`config.mk`:
```
export PLATFORM = sky130hd
export DESIGN_NAME = csr_file
export DESIGN_NICKNAME = d
export VERILOG_FILES = /design/src/hdl/csr_pkg.sv /design/src/hdl/csr_exc_regs.sv /design/src/hdl/csr_int_ctrl.sv /design/src/hdl/csr_timer.sv /design/src/hdl/csr_save_regs.sv /design/src/hdl/csr_file.sv
export VERILOG_INCLUDE_DIRS = /design/src /design/src/hdl
export SDC_FILE = /design/constraint.sdc
export NUM_CORES = 1
export LEC_CHECK = 0
export ABC_AREA = 0
export BUFFER_PORTS_ARGS = -buffer_cell sky130_fd_sc_hd__buf_2
export CAP_MARGIN = 20
export CORE_UTILIZATION = 42
export CTS_BUF_LIST = sky130_fd_sc_hd__clkbuf_16
export CTS_CLUSTER_DIAMETER = 200
export DETAILED_ROUTE_END_ITERATION = 8
export SYNTH_ARGS = -nofsm -noshare
export SYNTH_HDL_FRONTEND = slang
export SYNTH_HIERARCHICAL = 1
export SYNTH_SLANG_ARGS = --single-unit
export TNS_END_PERCENT = 5
```
`constraint.sdc`:
```
create_clock -name clk -period 6.5 [get_ports clk]
set_input_delay 0.325 -clock clk [delete_from_list [all_inputs] [get_ports clk]]
set_output_delay 0.325 -clock clk [all_outputs]
set_load 0.05 [all_outputs]
```
`src/hdl/csr_params.svh`:
```
`ifndef CSR_PARAMS_SVH
`define CSR_PARAMS_SVH

// Widths
`define CSR_NUM_W       14
`define CSR_DATA_W      32
`define CSR_INT_W       13

// CSR addresses
`define CSR_CRMD        14'h0000
`define CSR_PRMD        14'h0001
`define CSR_ECFG        14'h0004
`define CSR_ESTAT       14'h0005
`define CSR_ERA         14'h0006
`define CSR_EENTRY      14'h000c
`define CSR_SAVE0       14'h0030
`define CSR_SAVE1       14'h0031
`define CSR_SAVE2       14'h0032
`define CSR_SAVE3       14'h0033
`define CSR_TCFG        14'h0041
`define CSR_TVAL        14'h0042
`define CSR_TICLR       14'h0044

// Field positions
`define CSR_CRMD_PLV    1:0
`define CSR_CRMD_IE     2
`define CSR_CRMD_DA     3
`define CSR_CRMD_PG     4
`define CSR_PRMD_PPLV   1:0
`define CSR_PRMD_PIE    2
`define CSR_ECFG_LIE    12:0
`define CSR_ESTAT_IS10  1:0
`define CSR_ESTAT_IS    12:0
`define CSR_ESTAT_ECODE 21:16
`define CSR_ESTAT_ESUB  30:22
`define CSR_EENTRY_VA   31:6
`define CSR_TCFG_EN     0
`define CSR_TCFG_PERIODIC 1
`define CSR_TCFG_INITVAL  31:2
`define CSR_TICLR_CLR   0
`define CSR_IS_TIMER    11

// Exception codes
`define ECODE_INT       6'h00
`define ECODE_ADE       6'h08
`define ECODE_ALE       6'h09
`define ECODE_SYS       6'h0b
`define ECODE_BRK       6'h0c
`define ECODE_INE       6'h0d

// Reset values
`define CSR_CRMD_RESET  32'h0000_0008
`define CSR_TIMER_IDLE  32'hffff_ffff

`endif

```
`src/hdl/csr_pkg.sv`:
```
`include "csr_params.svh"

package csr_pkg;

  // Register address and data
  typedef logic [`CSR_NUM_W-1:0]  csr_num_t;
  typedef logic [`CSR_DATA_W-1:0] csr_data_t;

  // Exception fields
  typedef logic [5:0] ecode_t;
  typedef logic [8:0] esubcode_t;
  typedef logic [1:0] plv_t;

  // Interrupt status and enable
  typedef logic [`CSR_INT_W-1:0] int_vec_t;

  // One write from the pipeline, 79 bits
  typedef struct packed {
    logic      we;
    csr_num_t  num;
    csr_data_t mask;
    csr_data_t value;
  } csr_wr_t;

  // Writeback stage event, 49 bits
  typedef struct packed {
    logic      ex;
    logic      eret;
    ecode_t    ecode;
    esubcode_t esubcode;
    csr_data_t pc;
  } exc_evt_t;

  // Masked write merge
  function automatic csr_data_t wr_merge(
    input csr_data_t mask,
    input csr_data_t value,
    input csr_data_t old
  );
    return (mask & value) | (~mask & old);
  endfunction

endpackage

```
`src/hdl/csr_exc_regs.sv`:
```
`include "csr_params.svh"

module csr_exc_regs (
  input  logic                clk,
  input  logic                reset,
  input  csr_pkg::csr_wr_t    wr,
  input  csr_pkg::exc_evt_t   evt,
  input  csr_pkg::csr_num_t   rd_num,
  input  csr_pkg::int_vec_t   is_vec,
  output csr_pkg::csr_data_t  rd_data,
  output logic                crmd_ie,
  output csr_pkg::csr_data_t  crmd_value
);

  localparam csr_pkg::csr_data_t CRMD_RST = `CSR_CRMD_RESET;

  csr_pkg::plv_t      crmd_plv;
  logic               crmd_da;
  logic               crmd_pg;
  csr_pkg::plv_t      prmd_pplv;
  logic               prmd_pie;
  csr_pkg::ecode_t    estat_ecode;
  csr_pkg::esubcode_t estat_esub;
  csr_pkg::csr_data_t era_pc;
  logic [31:6]        eentry_va;

  csr_pkg::csr_data_t prmd_word;
  csr_pkg::csr_data_t estat_word;
  csr_pkg::csr_data_t eentry_word;
  csr_pkg::csr_data_t crmd_next;
  csr_pkg::csr_data_t prmd_next;
  csr_pkg::csr_data_t era_next;
  csr_pkg::csr_data_t eentry_next;

  logic wr_crmd;
  logic wr_prmd;
  logic wr_era;
  logic wr_eentry;

  assign wr_crmd   = wr.we && (wr.num == `CSR_CRMD);
  assign wr_prmd   = wr.we && (wr.num == `CSR_PRMD);
  assign wr_era    = wr.we && (wr.num == `CSR_ERA);
  assign wr_eentry = wr.we && (wr.num == `CSR_EENTRY);

  // Register words as software sees them
  always_comb begin
    crmd_value = '0;
    crmd_value[`CSR_CRMD_PLV] = crmd_plv;
    crmd_value[`CSR_CRMD_IE]  = crmd_ie;
    crmd_value[`CSR_CRMD_DA]  = crmd_da;
    crmd_value[`CSR_CRMD_PG]  = crmd_pg;

    prmd_word = '0;
    prmd_word[`CSR_PRMD_PPLV] = prmd_pplv;
    prmd_word[`CSR_PRMD_PIE]  = prmd_pie;

    estat_word = '0;
    estat_word[`CSR_ESTAT_IS]    = is_vec;
    estat_word[`CSR_ESTAT_ECODE] = estat_ecode;
    estat_word[`CSR_ESTAT_ESUB]  = estat_esub;

    eentry_word = '0;
    eentry_word[`CSR_EENTRY_VA] = eentry_va;
  end

  assign crmd_next   = csr_pkg::wr_merge(wr.mask, wr.value, crmd_value);
  assign prmd_next   = csr_pkg::wr_merge(wr.mask, wr.value, prmd_word);
  assign era_next    = csr_pkg::wr_merge(wr.mask, wr.value, era_pc);
  assign eentry_next = csr_pkg::wr_merge(wr.mask, wr.value, eentry_word);

  // CRMD, exception entry drops to kernel with interrupts off
  always_ff @(posedge clk) begin
    if (reset) begin
      crmd_plv <= CRMD_RST[`CSR_CRMD_PLV];
      crmd_ie  <= CRMD_RST[`CSR_CRMD_IE];
      crmd_da  <= CRMD_RST[`CSR_CRMD_DA];
      crmd_pg  <= CRMD_RST[`CSR_CRMD_PG];
    end else if (evt.ex) begin
      crmd_plv <= '0;
      crmd_ie  <= 1'b0;
    end else if (evt.eret) begin
      crmd_plv <= prmd_pplv;
      crmd_ie  <= prmd_pie;
    end else if (wr_crmd) begin
      crmd_plv <= crmd_next[`CSR_CRMD_PLV];
      crmd_ie  <= crmd_next[`CSR_CRMD_IE];
      crmd_da  <= crmd_next[`CSR_CRMD_DA];
      crmd_pg  <= crmd_next[`CSR_CRMD_PG];
    end
  end

  // PRMD keeps the interrupted context
  always_ff @(posedge clk) begin
    if (evt.ex) begin
      prmd_pplv <= crmd_plv;
      prmd_pie  <= crmd_ie;
    end else if (wr_prmd) begin
      prmd_pplv <= prmd_next[`CSR_PRMD_PPLV];
      prmd_pie  <= prmd_next[`CSR_PRMD_PIE];
    end
  end

  always_ff @(posedge clk) begin
    if (evt.ex) begin
      estat_ecode <= evt.ecode;
      estat_esub  <= evt.esubcode;
    end
  end

  always_ff @(posedge clk) begin
    if (evt.ex) begin
      era_pc <= evt.pc;
    end else if (wr_era) begin
      era_pc <= era_next;
    end
  end

  always_ff @(posedge clk) begin
    if (wr_eentry) begin
      eentry_va <= eentry_next[`CSR_EENTRY_VA];
    end
  end

  always_comb begin
    case (rd_num)
      `CSR_CRMD:   rd_data = crmd_value;
      `CSR_PRMD:   rd_data = prmd_word;
      `CSR_ESTAT:  rd_data = estat_word;
      `CSR_ERA:    rd_data = era_pc;
      `CSR_EENTRY: rd_data = eentry_word;
      default:     rd_data = '0;
    endcase
  end

endmodule

```
`src/hdl/csr_int_ctrl.sv`:
```
`include "csr_params.svh"

module csr_int_ctrl (
  input  logic               clk,
  input  logic               reset,
  input  csr_pkg::csr_wr_t   wr,
  input  csr_pkg::csr_num_t  rd_num,
  input  logic [7:0]         hw_int,
  input  logic               crmd_ie,
  input  logic               timer_zero,
  output csr_pkg::int_vec_t  is_vec,
  output csr_pkg::csr_data_t rd_data,
  output logic               has_int
);

  csr_pkg::int_vec_t  ecfg_lie;
  logic [1:0]         is_sw;
  logic [7:0]         is_hw;
  logic               is_timer;

  csr_pkg::csr_data_t ecfg_word;
  csr_pkg::csr_data_t ecfg_next;
  csr_pkg::csr_data_t estat_next;

  logic wr_ecfg;
  logic wr_estat;
  logic ticlr_clr;

  assign wr_ecfg   = wr.we && (wr.num == `CSR_ECFG);
  assign wr_estat  = wr.we && (wr.num == `CSR_ESTAT);
  assign ticlr_clr = wr.we && (wr.num == `CSR_TICLR)
                     && wr.mask[`CSR_TICLR_CLR] && wr.value[`CSR_TICLR_CLR];

  // IS[12] and IS[10] are not implemented
  always_comb begin
    is_vec = '0;
    is_vec[`CSR_ESTAT_IS10]  = is_sw;
    is_vec[9:2]              = is_hw;
    is_vec[`CSR_IS_TIMER]    = is_timer;

    ecfg_word = '0;
    ecfg_word[`CSR_ECFG_LIE] = ecfg_lie;
  end

  assign ecfg_next  = csr_pkg::wr_merge(wr.mask, wr.value, ecfg_word);
  assign estat_next = csr_pkg::wr_merge(wr.mask, wr.value, {19'b0, is_vec});

  always_ff @(posedge clk) begin
    if (reset) begin
      ecfg_lie <= '0;
    end else if (wr_ecfg) begin
      ecfg_lie <= ecfg_next[`CSR_ECFG_LIE];
    end
  end

  always_ff @(posedge clk) begin
    if (reset) begin
      is_sw    <= '0;
      is_hw    <= '0;
      is_timer <= 1'b0;
    end else begin
      if (wr_estat) begin
        is_sw <= estat_next[`CSR_ESTAT_IS10];
      end
      // Hardware lines sampled with one cycle of delay
      is_hw <= hw_int;
      if (timer_zero) begin
        is_timer <= 1'b1;
      end else if (ticlr_clr) begin
        is_timer <= 1'b0;
      end
    end
  end

  assign has_int = (|(is_vec[11:0] & ecfg_lie[11:0])) && crmd_ie;

  // TICLR is write-only and falls to the default
  always_comb begin
    case (rd_num)
      `CSR_ECFG: rd_data = ecfg_word;
      default:   rd_data = '0;
    endcase
  end

endmodule

```
`src/hdl/csr_timer.sv`:
```
`include "csr_params.svh"

module csr_timer (
  input  logic               clk,
  input  logic               reset,
  input  csr_pkg::csr_wr_t   wr,
  input  csr_pkg::csr_num_t  rd_num,
  output logic               timer_zero,
  output csr_pkg::csr_data_t rd_data
);

  localparam csr_pkg::csr_data_t IDLE = `CSR_TIMER_IDLE;

  logic               tcfg_en;
  logic               tcfg_periodic;
  logic [31:2]        tcfg_initval;
  csr_pkg::csr_data_t cnt;

  csr_pkg::csr_data_t tcfg_word;
  csr_pkg::csr_data_t tcfg_next;
  logic               wr_tcfg;
  logic               cnt_run;

  assign wr_tcfg = wr.we && (wr.num == `CSR_TCFG);

  always_comb begin
    tcfg_word = '0;
    tcfg_word[`CSR_TCFG_EN]       = tcfg_en;
    tcfg_word[`CSR_TCFG_PERIODIC] = tcfg_periodic;
    tcfg_word[`CSR_TCFG_INITVAL]  = tcfg_initval;
  end

  // Load value comes from the merged word, not the old TCFG
  assign tcfg_next = csr_pkg::wr_merge(wr.mask, wr.value, tcfg_word);

  always_ff @(posedge clk) begin
    if (reset) begin
      tcfg_en <= 1'b0;
    end else if (wr_tcfg) begin
      tcfg_en <= tcfg_next[`CSR_TCFG_EN];
    end
  end

  always_ff @(posedge clk) begin
    if (wr_tcfg) begin
      tcfg_periodic <= tcfg_next[`CSR_TCFG_PERIODIC];
      tcfg_initval  <= tcfg_next[`CSR_TCFG_INITVAL];
    end
  end

  assign cnt_run = tcfg_en && (cnt != IDLE);

  // Down-counter, stops at the idle value in one-shot mode
  always_ff @(posedge clk) begin
    if (reset) begin
      cnt <= IDLE;
    end else if (wr_tcfg && tcfg_next[`CSR_TCFG_EN]) begin
      cnt <= {tcfg_next[`CSR_TCFG_INITVAL], 2'b00};
    end else if (cnt_run) begin
      if (cnt == '0 && tcfg_periodic) begin
        cnt <= {tcfg_initval, 2'b00};
      end else begin
        // From zero this wraps to the idle value
        cnt <= cnt - 32'd1;
      end
    end
  end

  assign timer_zero = tcfg_en && (cnt == '0);

  always_comb begin
    case (rd_num)
      `CSR_TCFG: rd_data = tcfg_word;
      `CSR_TVAL: rd_data = cnt;
      default:   rd_data = '0;
    endcase
  end

endmodule

```
`src/hdl/csr_save_regs.sv`:
```
`include "csr_params.svh"

module csr_save_regs (
  input  logic               clk,
  input  csr_pkg::csr_wr_t   wr,
  input  csr_pkg::csr_num_t  rd_num,
  output csr_pkg::csr_data_t rd_data
);

  localparam int NUM_SAVE = 4;
  localparam csr_pkg::csr_num_t SAVE_NUM [NUM_SAVE] = '{
    `CSR_SAVE0, `CSR_SAVE1, `CSR_SAVE2, `CSR_SAVE3
  };

  csr_pkg::csr_data_t save_q [NUM_SAVE];

  // Scratch space for the exception handler
  for (genvar i = 0; i < NUM_SAVE; i++) begin : g_save
    always_ff @(posedge clk) begin
      if (wr.we && (wr.num == SAVE_NUM[i])) begin
        save_q[i] <= csr_pkg::wr_merge(wr.mask, wr.value, save_q[i]);
      end
    end
  end

  always_comb begin
    rd_data = '0;
    for (int i = 0; i < NUM_SAVE; i++) begin
      if (rd_num == SAVE_NUM[i]) begin
        rd_data = save_q[i];
      end
    end
  end

endmodule

```
`src/hdl/csr_file.sv`:
```
`include "csr_params.svh"

module csr_file (
  input  logic               clk,
  input  logic               reset,
  input  csr_pkg::csr_wr_t   wr,
  input  csr_pkg::csr_num_t  rd_num,
  input  csr_pkg::exc_evt_t  evt,
  input  logic [7:0]         hw_int,
  output csr_pkg::csr_data_t rd_data,
  output logic               has_int,
  output csr_pkg::csr_data_t crmd_value
);

  csr_pkg::csr_data_t exc_rd;
  csr_pkg::csr_data_t int_rd;
  csr_pkg::csr_data_t timer_rd;
  csr_pkg::csr_data_t save_rd;

  csr_pkg::int_vec_t  is_vec;
  logic               crmd_ie;
  logic               timer_zero;

  csr_exc_regs u_exc_regs (
    .clk        (clk),
    .reset      (reset),
    .wr         (wr),
    .evt        (evt),
    .rd_num     (rd_num),
    .is_vec     (is_vec),
    .rd_data    (exc_rd),
    .crmd_ie    (crmd_ie),
    .crmd_value (crmd_value)
  );

  csr_int_ctrl u_int_ctrl (
    .clk        (clk),
    .reset      (reset),
    .wr         (wr),
    .rd_num     (rd_num),
    .hw_int     (hw_int),
    .crmd_ie    (crmd_ie),
    .timer_zero (timer_zero),
    .is_vec     (is_vec),
    .rd_data    (int_rd),
    .has_int    (has_int)
  );

  csr_timer u_timer (
    .clk        (clk),
    .reset      (reset),
    .wr         (wr),
    .rd_num     (rd_num),
    .timer_zero (timer_zero),
    .rd_data    (timer_rd)
  );

  csr_save_regs u_save_regs (
    .clk     (clk),
    .wr      (wr),
    .rd_num  (rd_num),
    .rd_data (save_rd)
  );

  // Groups decode disjoint addresses, so OR is enough
  assign rd_data = exc_rd | int_rd | timer_rd | save_rd;

endmodule

```
# == Word level (Yosys, flattened, before mapping) ==
# Memory sizes are Yosys's and may differ from the RTL's.
# Cells that the tools add are included.
# op_classes
n_reduce_logical,33
n_mux,39
n_bitwise,30
add_sub_neg,1
n_eq_ne,23
# op_table
cell,n
2-to-1 mux 32 bit,12
OR 32 bit,10
bitwise AND 32 bit,8
case mux 32 bit (5 select lines),1
"equality test 14 x 6 -> 1 bit, second input constant",8
OR reduction 32 bit,3
"equality test 14 x 3 -> 1 bit, second input constant",6
case mux 32 bit (2 select lines),1
"equality test 14 x 7 -> 1 bit, second input constant",4
zero test 32 bit,1
"!= test 32 bit, second input constant",1
NOT 32 bit,1
"subtractor 32 x 1 -> 32 bit, second input constant",1
"equality test 14 x 1 -> 1 bit, second input constant",2
"equality test 14 x 4 -> 1 bit, second input constant",2
zero test 14 bit,2
logical AND 1 bit,19
2-to-1 mux 1 bit,17
2-to-1 mux 2 bit,7
bitwise AND 13 bit,1
2-to-1 mux 13 bit,1
OR 13 bit,1
bitwise AND 12 bit,1
OR reduction 12 bit,1
other kinds (10),15
# word_totals
regBits,169
out_inout_bits,65
n_memories,1
in_bits,152
ramBits,128
# memory_table
name,depth,width,read_ports,rd_clocked_by_memory_dff,wr,line,text
u_save_regs.save_q,4,32,4,0,1,csr_save_regs.sv:15,csr_pkg::csr_data_t save_q [NUM_SAVE];

# == Depth between registers and ports, before layout ==
# logic_depth
word_depth,8
mapped_depth,11
ltp_nobuf,8

# == Cells and area by module ==
# Netlist, hierarchy kept.
# by_module_without_submodules
mod,cells_each,area_per_inst_um2,seq_area_each_um2,instances
csr_save_regs,357,5943.2,3843.7,1
csr_exc_regs,448,4569.4,2382.3,1
csr_timer,417,3986.3,1591.5,1
csr_int_ctrl,159,1310.0,480.5,1
csr_file,32,240.2,0.0,1

# == Worst setup path after synthesis ==
# No wires, ideal clock.
# synth_path
kind,reg2reg
from,reg u_timer.cnt[19]
to,reg u_timer.cnt[30]
t_required_ps,6364
t_arrival_ps,2695
synth_period_minus_slack_ps,2831
stages_incl_launch_ff,11
path_buffers,5
setup_slack_ps,3669
path_cell_list,dfxtp_1 -> buf_6 -> or4_4 -> or4b_1 -> buf_2 -> or4_4 -> buf_6 -> buf_6 -> buf_2 -> o2111ai_1 -> nand3_1
# synth_between
elab_chain_cells,5
elab_cells_between_ends,9
# synth_lines
element,line,text
from (decl),csr_timer.sv:17,csr_pkg::csr_data_t cnt;
from (signal assigned),csr_timer.sv:58,"cnt <= {tcfg_next[`CSR_TCFG_INITVAL], 2'b00};"
from (signal assigned),csr_timer.sv:61,"cnt <= {tcfg_initval, 2'b00};"
from (signal assigned),csr_timer.sv:64,cnt <= cnt - 32'd1;
branches (longest 5 deep; another with subtractor 32 x 1 -> 32 bit),n/a,
# Parallel ways; which one is timed is not known. The select of a mux whose other input is x is not followed.
# A chain may end at the register's enable or synchronous reset.

# == Worst setup path in the final report ==
# layout_path
from,in rd_num[1]
to,out rd_data[31]
# layout_between
elab_cells_between_ends,20
# layout_lines
element,line,text
from (decl),csr_file.sv:7,"input csr_pkg::csr_num_t rd_num,"
"equality test 14 x 4 -> 1 bit, or another cell as far along",csr_exc_regs.sv:125,case (rd_num)
case mux 32 bit (5 select lines) (*),csr_exc_regs.sv:125,
net exc_rd[31],csr_file.sv:15,csr_pkg::csr_data_t exc_rd;
OR 32 bit (*) (3 in a row),csr_file.sv:66,assign rd_data = exc_rd | int_rd | timer_rd | save_rd;
to (decl),csr_file.sv:10,"output csr_pkg::csr_data_t rd_data,"
# Mark *: on every way through the listed nets, which the timed path passes. The rest lies on a longest branch.

==> metrics.yaml <==
seq_area_frac_synth_pct: 51.7
synth-edff-count: 235
first_pass_iters: 7
power_density_mw_per_mm2: 231
dieArea_mm2: 0.0390
grtUsageTotal_pct: 23.0
antenna_found_initial: 0
dpl.hpwl_mm: 30.0
power.leakage_uw: 0.00710
cts_buffers: 35
r2r_cells: 6
dp.cells: 2033
timing.final.crit_share_pct: 57.3
hold_class: "in2reg"
worstSkewPairLatency_ns: 0.52
crit_path_end_kind: "primary output"
clock_path_buffers: 3
min_from: "hw_int[7]"
r2r-end: "u_timer/cnt[11]"
path_max_fanout: 41
io_pins: 217
ir_worst_vdd_mv: 0.134
final_nets: 1729
ys_async_sr_fraction_pct: 0
cts_tree: "built"
outcome: "finished, final reports clean"
synth-warning-count: 6
synth_seq_cells: 297
antenna_left: 0
drc: 0
grt_pass1_vias: 11500
rr_startpoint: "u_timer/cnt[7]"
min_path_cells: 2
seqCellArea_mm2: 0.00830
r2r_slack_ns: 3.39
fillers: 3466
die_h_um: 197
criticalPathCategory: "in2out"
finalHoldViolations: 0
grt_max_degree: 72
path_clk_slew_ns: 0.06
drive_gt1_share_pct: 21.8
maxSlewViolCount: 0
die_width_um: 197
initial_core_util_pct: 42.6
tightest_slew_ns: 1.10
cts-root-buf: "clkbuf_16"
avgSynthCellArea_um2: 11.4
finalSetupViolCount: 0
via_per_inst: 5.66
fmax_mhz: 268
routed_wirelength_mm: 45.0
cap_violations: 0
ctsHtreeMaxLevel: 2
num_vias: 11900
io_buffers: 189
syn_area_mm2: 0.0160
gp_congestion: 0.868
critPathRequiredTime_ns: 6.17
antenna_cells: 0
finalCriticalPeriod_ns: 3.73
start_kind: "input port"
overflow: 0
finalSetupTns_ns: 0
rsz0062_at_grt: "false"
grt_pass1_wl_mm: 68.6
synthCells: 1413
coreArea_mm2: 0.0377
row_count: 71
hold_end: "u_int_ctrl/is_hw[7]"
drtIter0Drc: 876
synth_cell_types: 79
cts-resized-gates: 0
clock_sinks: 297
routedWlPerCell_um: 21.4
relSlewSlack_pct: 26.3
synth-main-ff-cell: "edfxtp_1"
final_cell_mix: "edfxtp_1 (235), buf_2 (188), and2_1 (161)"
fin_cells: 2108
arrival_ns: 3.40
skew_ns: 0.0148
multiInputGateArea_mm2: 0.00686
areaGrowthSynthToFinish_pct: 13.9
final_common_cell: "edfxtp_1"
[synthesized netlist by cell type, types with 28 or more instances]
master	instances	area share (%)
a21o_1	36	1.7
a21oi_1	28	0.87
a22o_1	41	2.2
and2_1	161	6.3
buf_4	53	2.5
clkbuf_1	56	1.3
dfxtp_1	62	7.7
edfxtp_1	235	44
inv_1	52	1.2
mux4_2	32	4.5
nand2_1	100	2.3
nor2_1	38	0.89
nor2b_1	41	1.6
nor4_1	28	1.1
o21ai_0	65	2.0
or4_1	48	2.2
[critical path, stage by stage]
cell    delay, ns
buf_2        0.08
buf_4        0.51
or4b_2       0.97
nor2_4       0.76
a22o_1       0.26
or4_1        0.17
buf_2        0.28
[stage by stage]
stage	power (uW)	util, %	cell area, um2	hold slack, ns	setup WS, ns
3_3_place_gp	2440	45.3	17100	0.459	2.79
2_1_floorplan	2320	-	16200	0.394	3.67
4_1_cts	4260	48.5	18300	0.00817	2.75
5_1_grt	4350	48.5	18300	0.0150	2.69
6_report	4220	48.5	18300	0.0199	2.77
3_5_place_dp	2440	45.3	17100	0.466	2.76
[power breakdown]
part	internal, uW	switching (uW)
Combinational	106	207
Sequential	2080	14.4
Clock	1060	754
Total	3250	975
[cells by family (layout without fill, tap and decap cells)]
family | Yosys count | in the layout | share of synthesized area [%]
buffers and inverters | 197 | 335 | 6.92
adder cells (fa/ha/maj) | 2 | 2 | 0.156
multiplexers | 68 | 68 | 6.93
AO/OA/AOI/OAI | 282 | 282 | 12.6
AND/OR/NAND/NOR | 558 | 558 | 21.2
XOR/XNOR | 7 | 7 | 0.382
other | 2 | 48 | 0.0468
flip-flops | 297 | 297 | 51.7
[worst max path at each step]
stage	startpoint	end	slack, ns	cells past startpoint
4_1_cts	rd_num[1]	rd_data[31]	2.75	7
3_5_place_dp	rd_num[1]	rd_data[31]	2.76	7
5_1_grt	rd_num[1]	rd_data[31]	2.69	7
2_1_floorplan	u_timer/cnt[19]	u_timer/cnt[30]	3.67	10
3_3_place_gp	rd_num[1]	rd_data[29]	2.79	7
6_report	rd_num[1]	rd_data[31]	2.77	7
[cell type report]
class / instances / share of cell area [%]
clock inverter: 22 / 0.630
sequential: 297 / 45.4
multi-input combinational: 965 / 37.5
clock buffer: 37 / 5.07
timing repair buffer: 224 / 6.84
inverter: 52 / 1.07
tap: 511 / 3.50
[per-layer routing]
| metal | track usage (%) | vias to the layer above | wire length, um |
|---|---|---|---|
| met3 | 3.09 | 62 | 2560 |
| met5 | 0 | - | 0 |
| met1 | 32.0 | 5913 | 20100 |
| met4 | 5.97 | 0 | 905 |
| li1 | - | 5553 | - |
| met2 | 37.8 | 393 | 21500 |
[repair_timing]
action                                 4_1_cts  5_1_grt
buffers inserted                             0        0
hold buffers                                16        0
endpoints found under the hold margin       16        0
No activity file was read; power rests on OpenSTA's default activity.
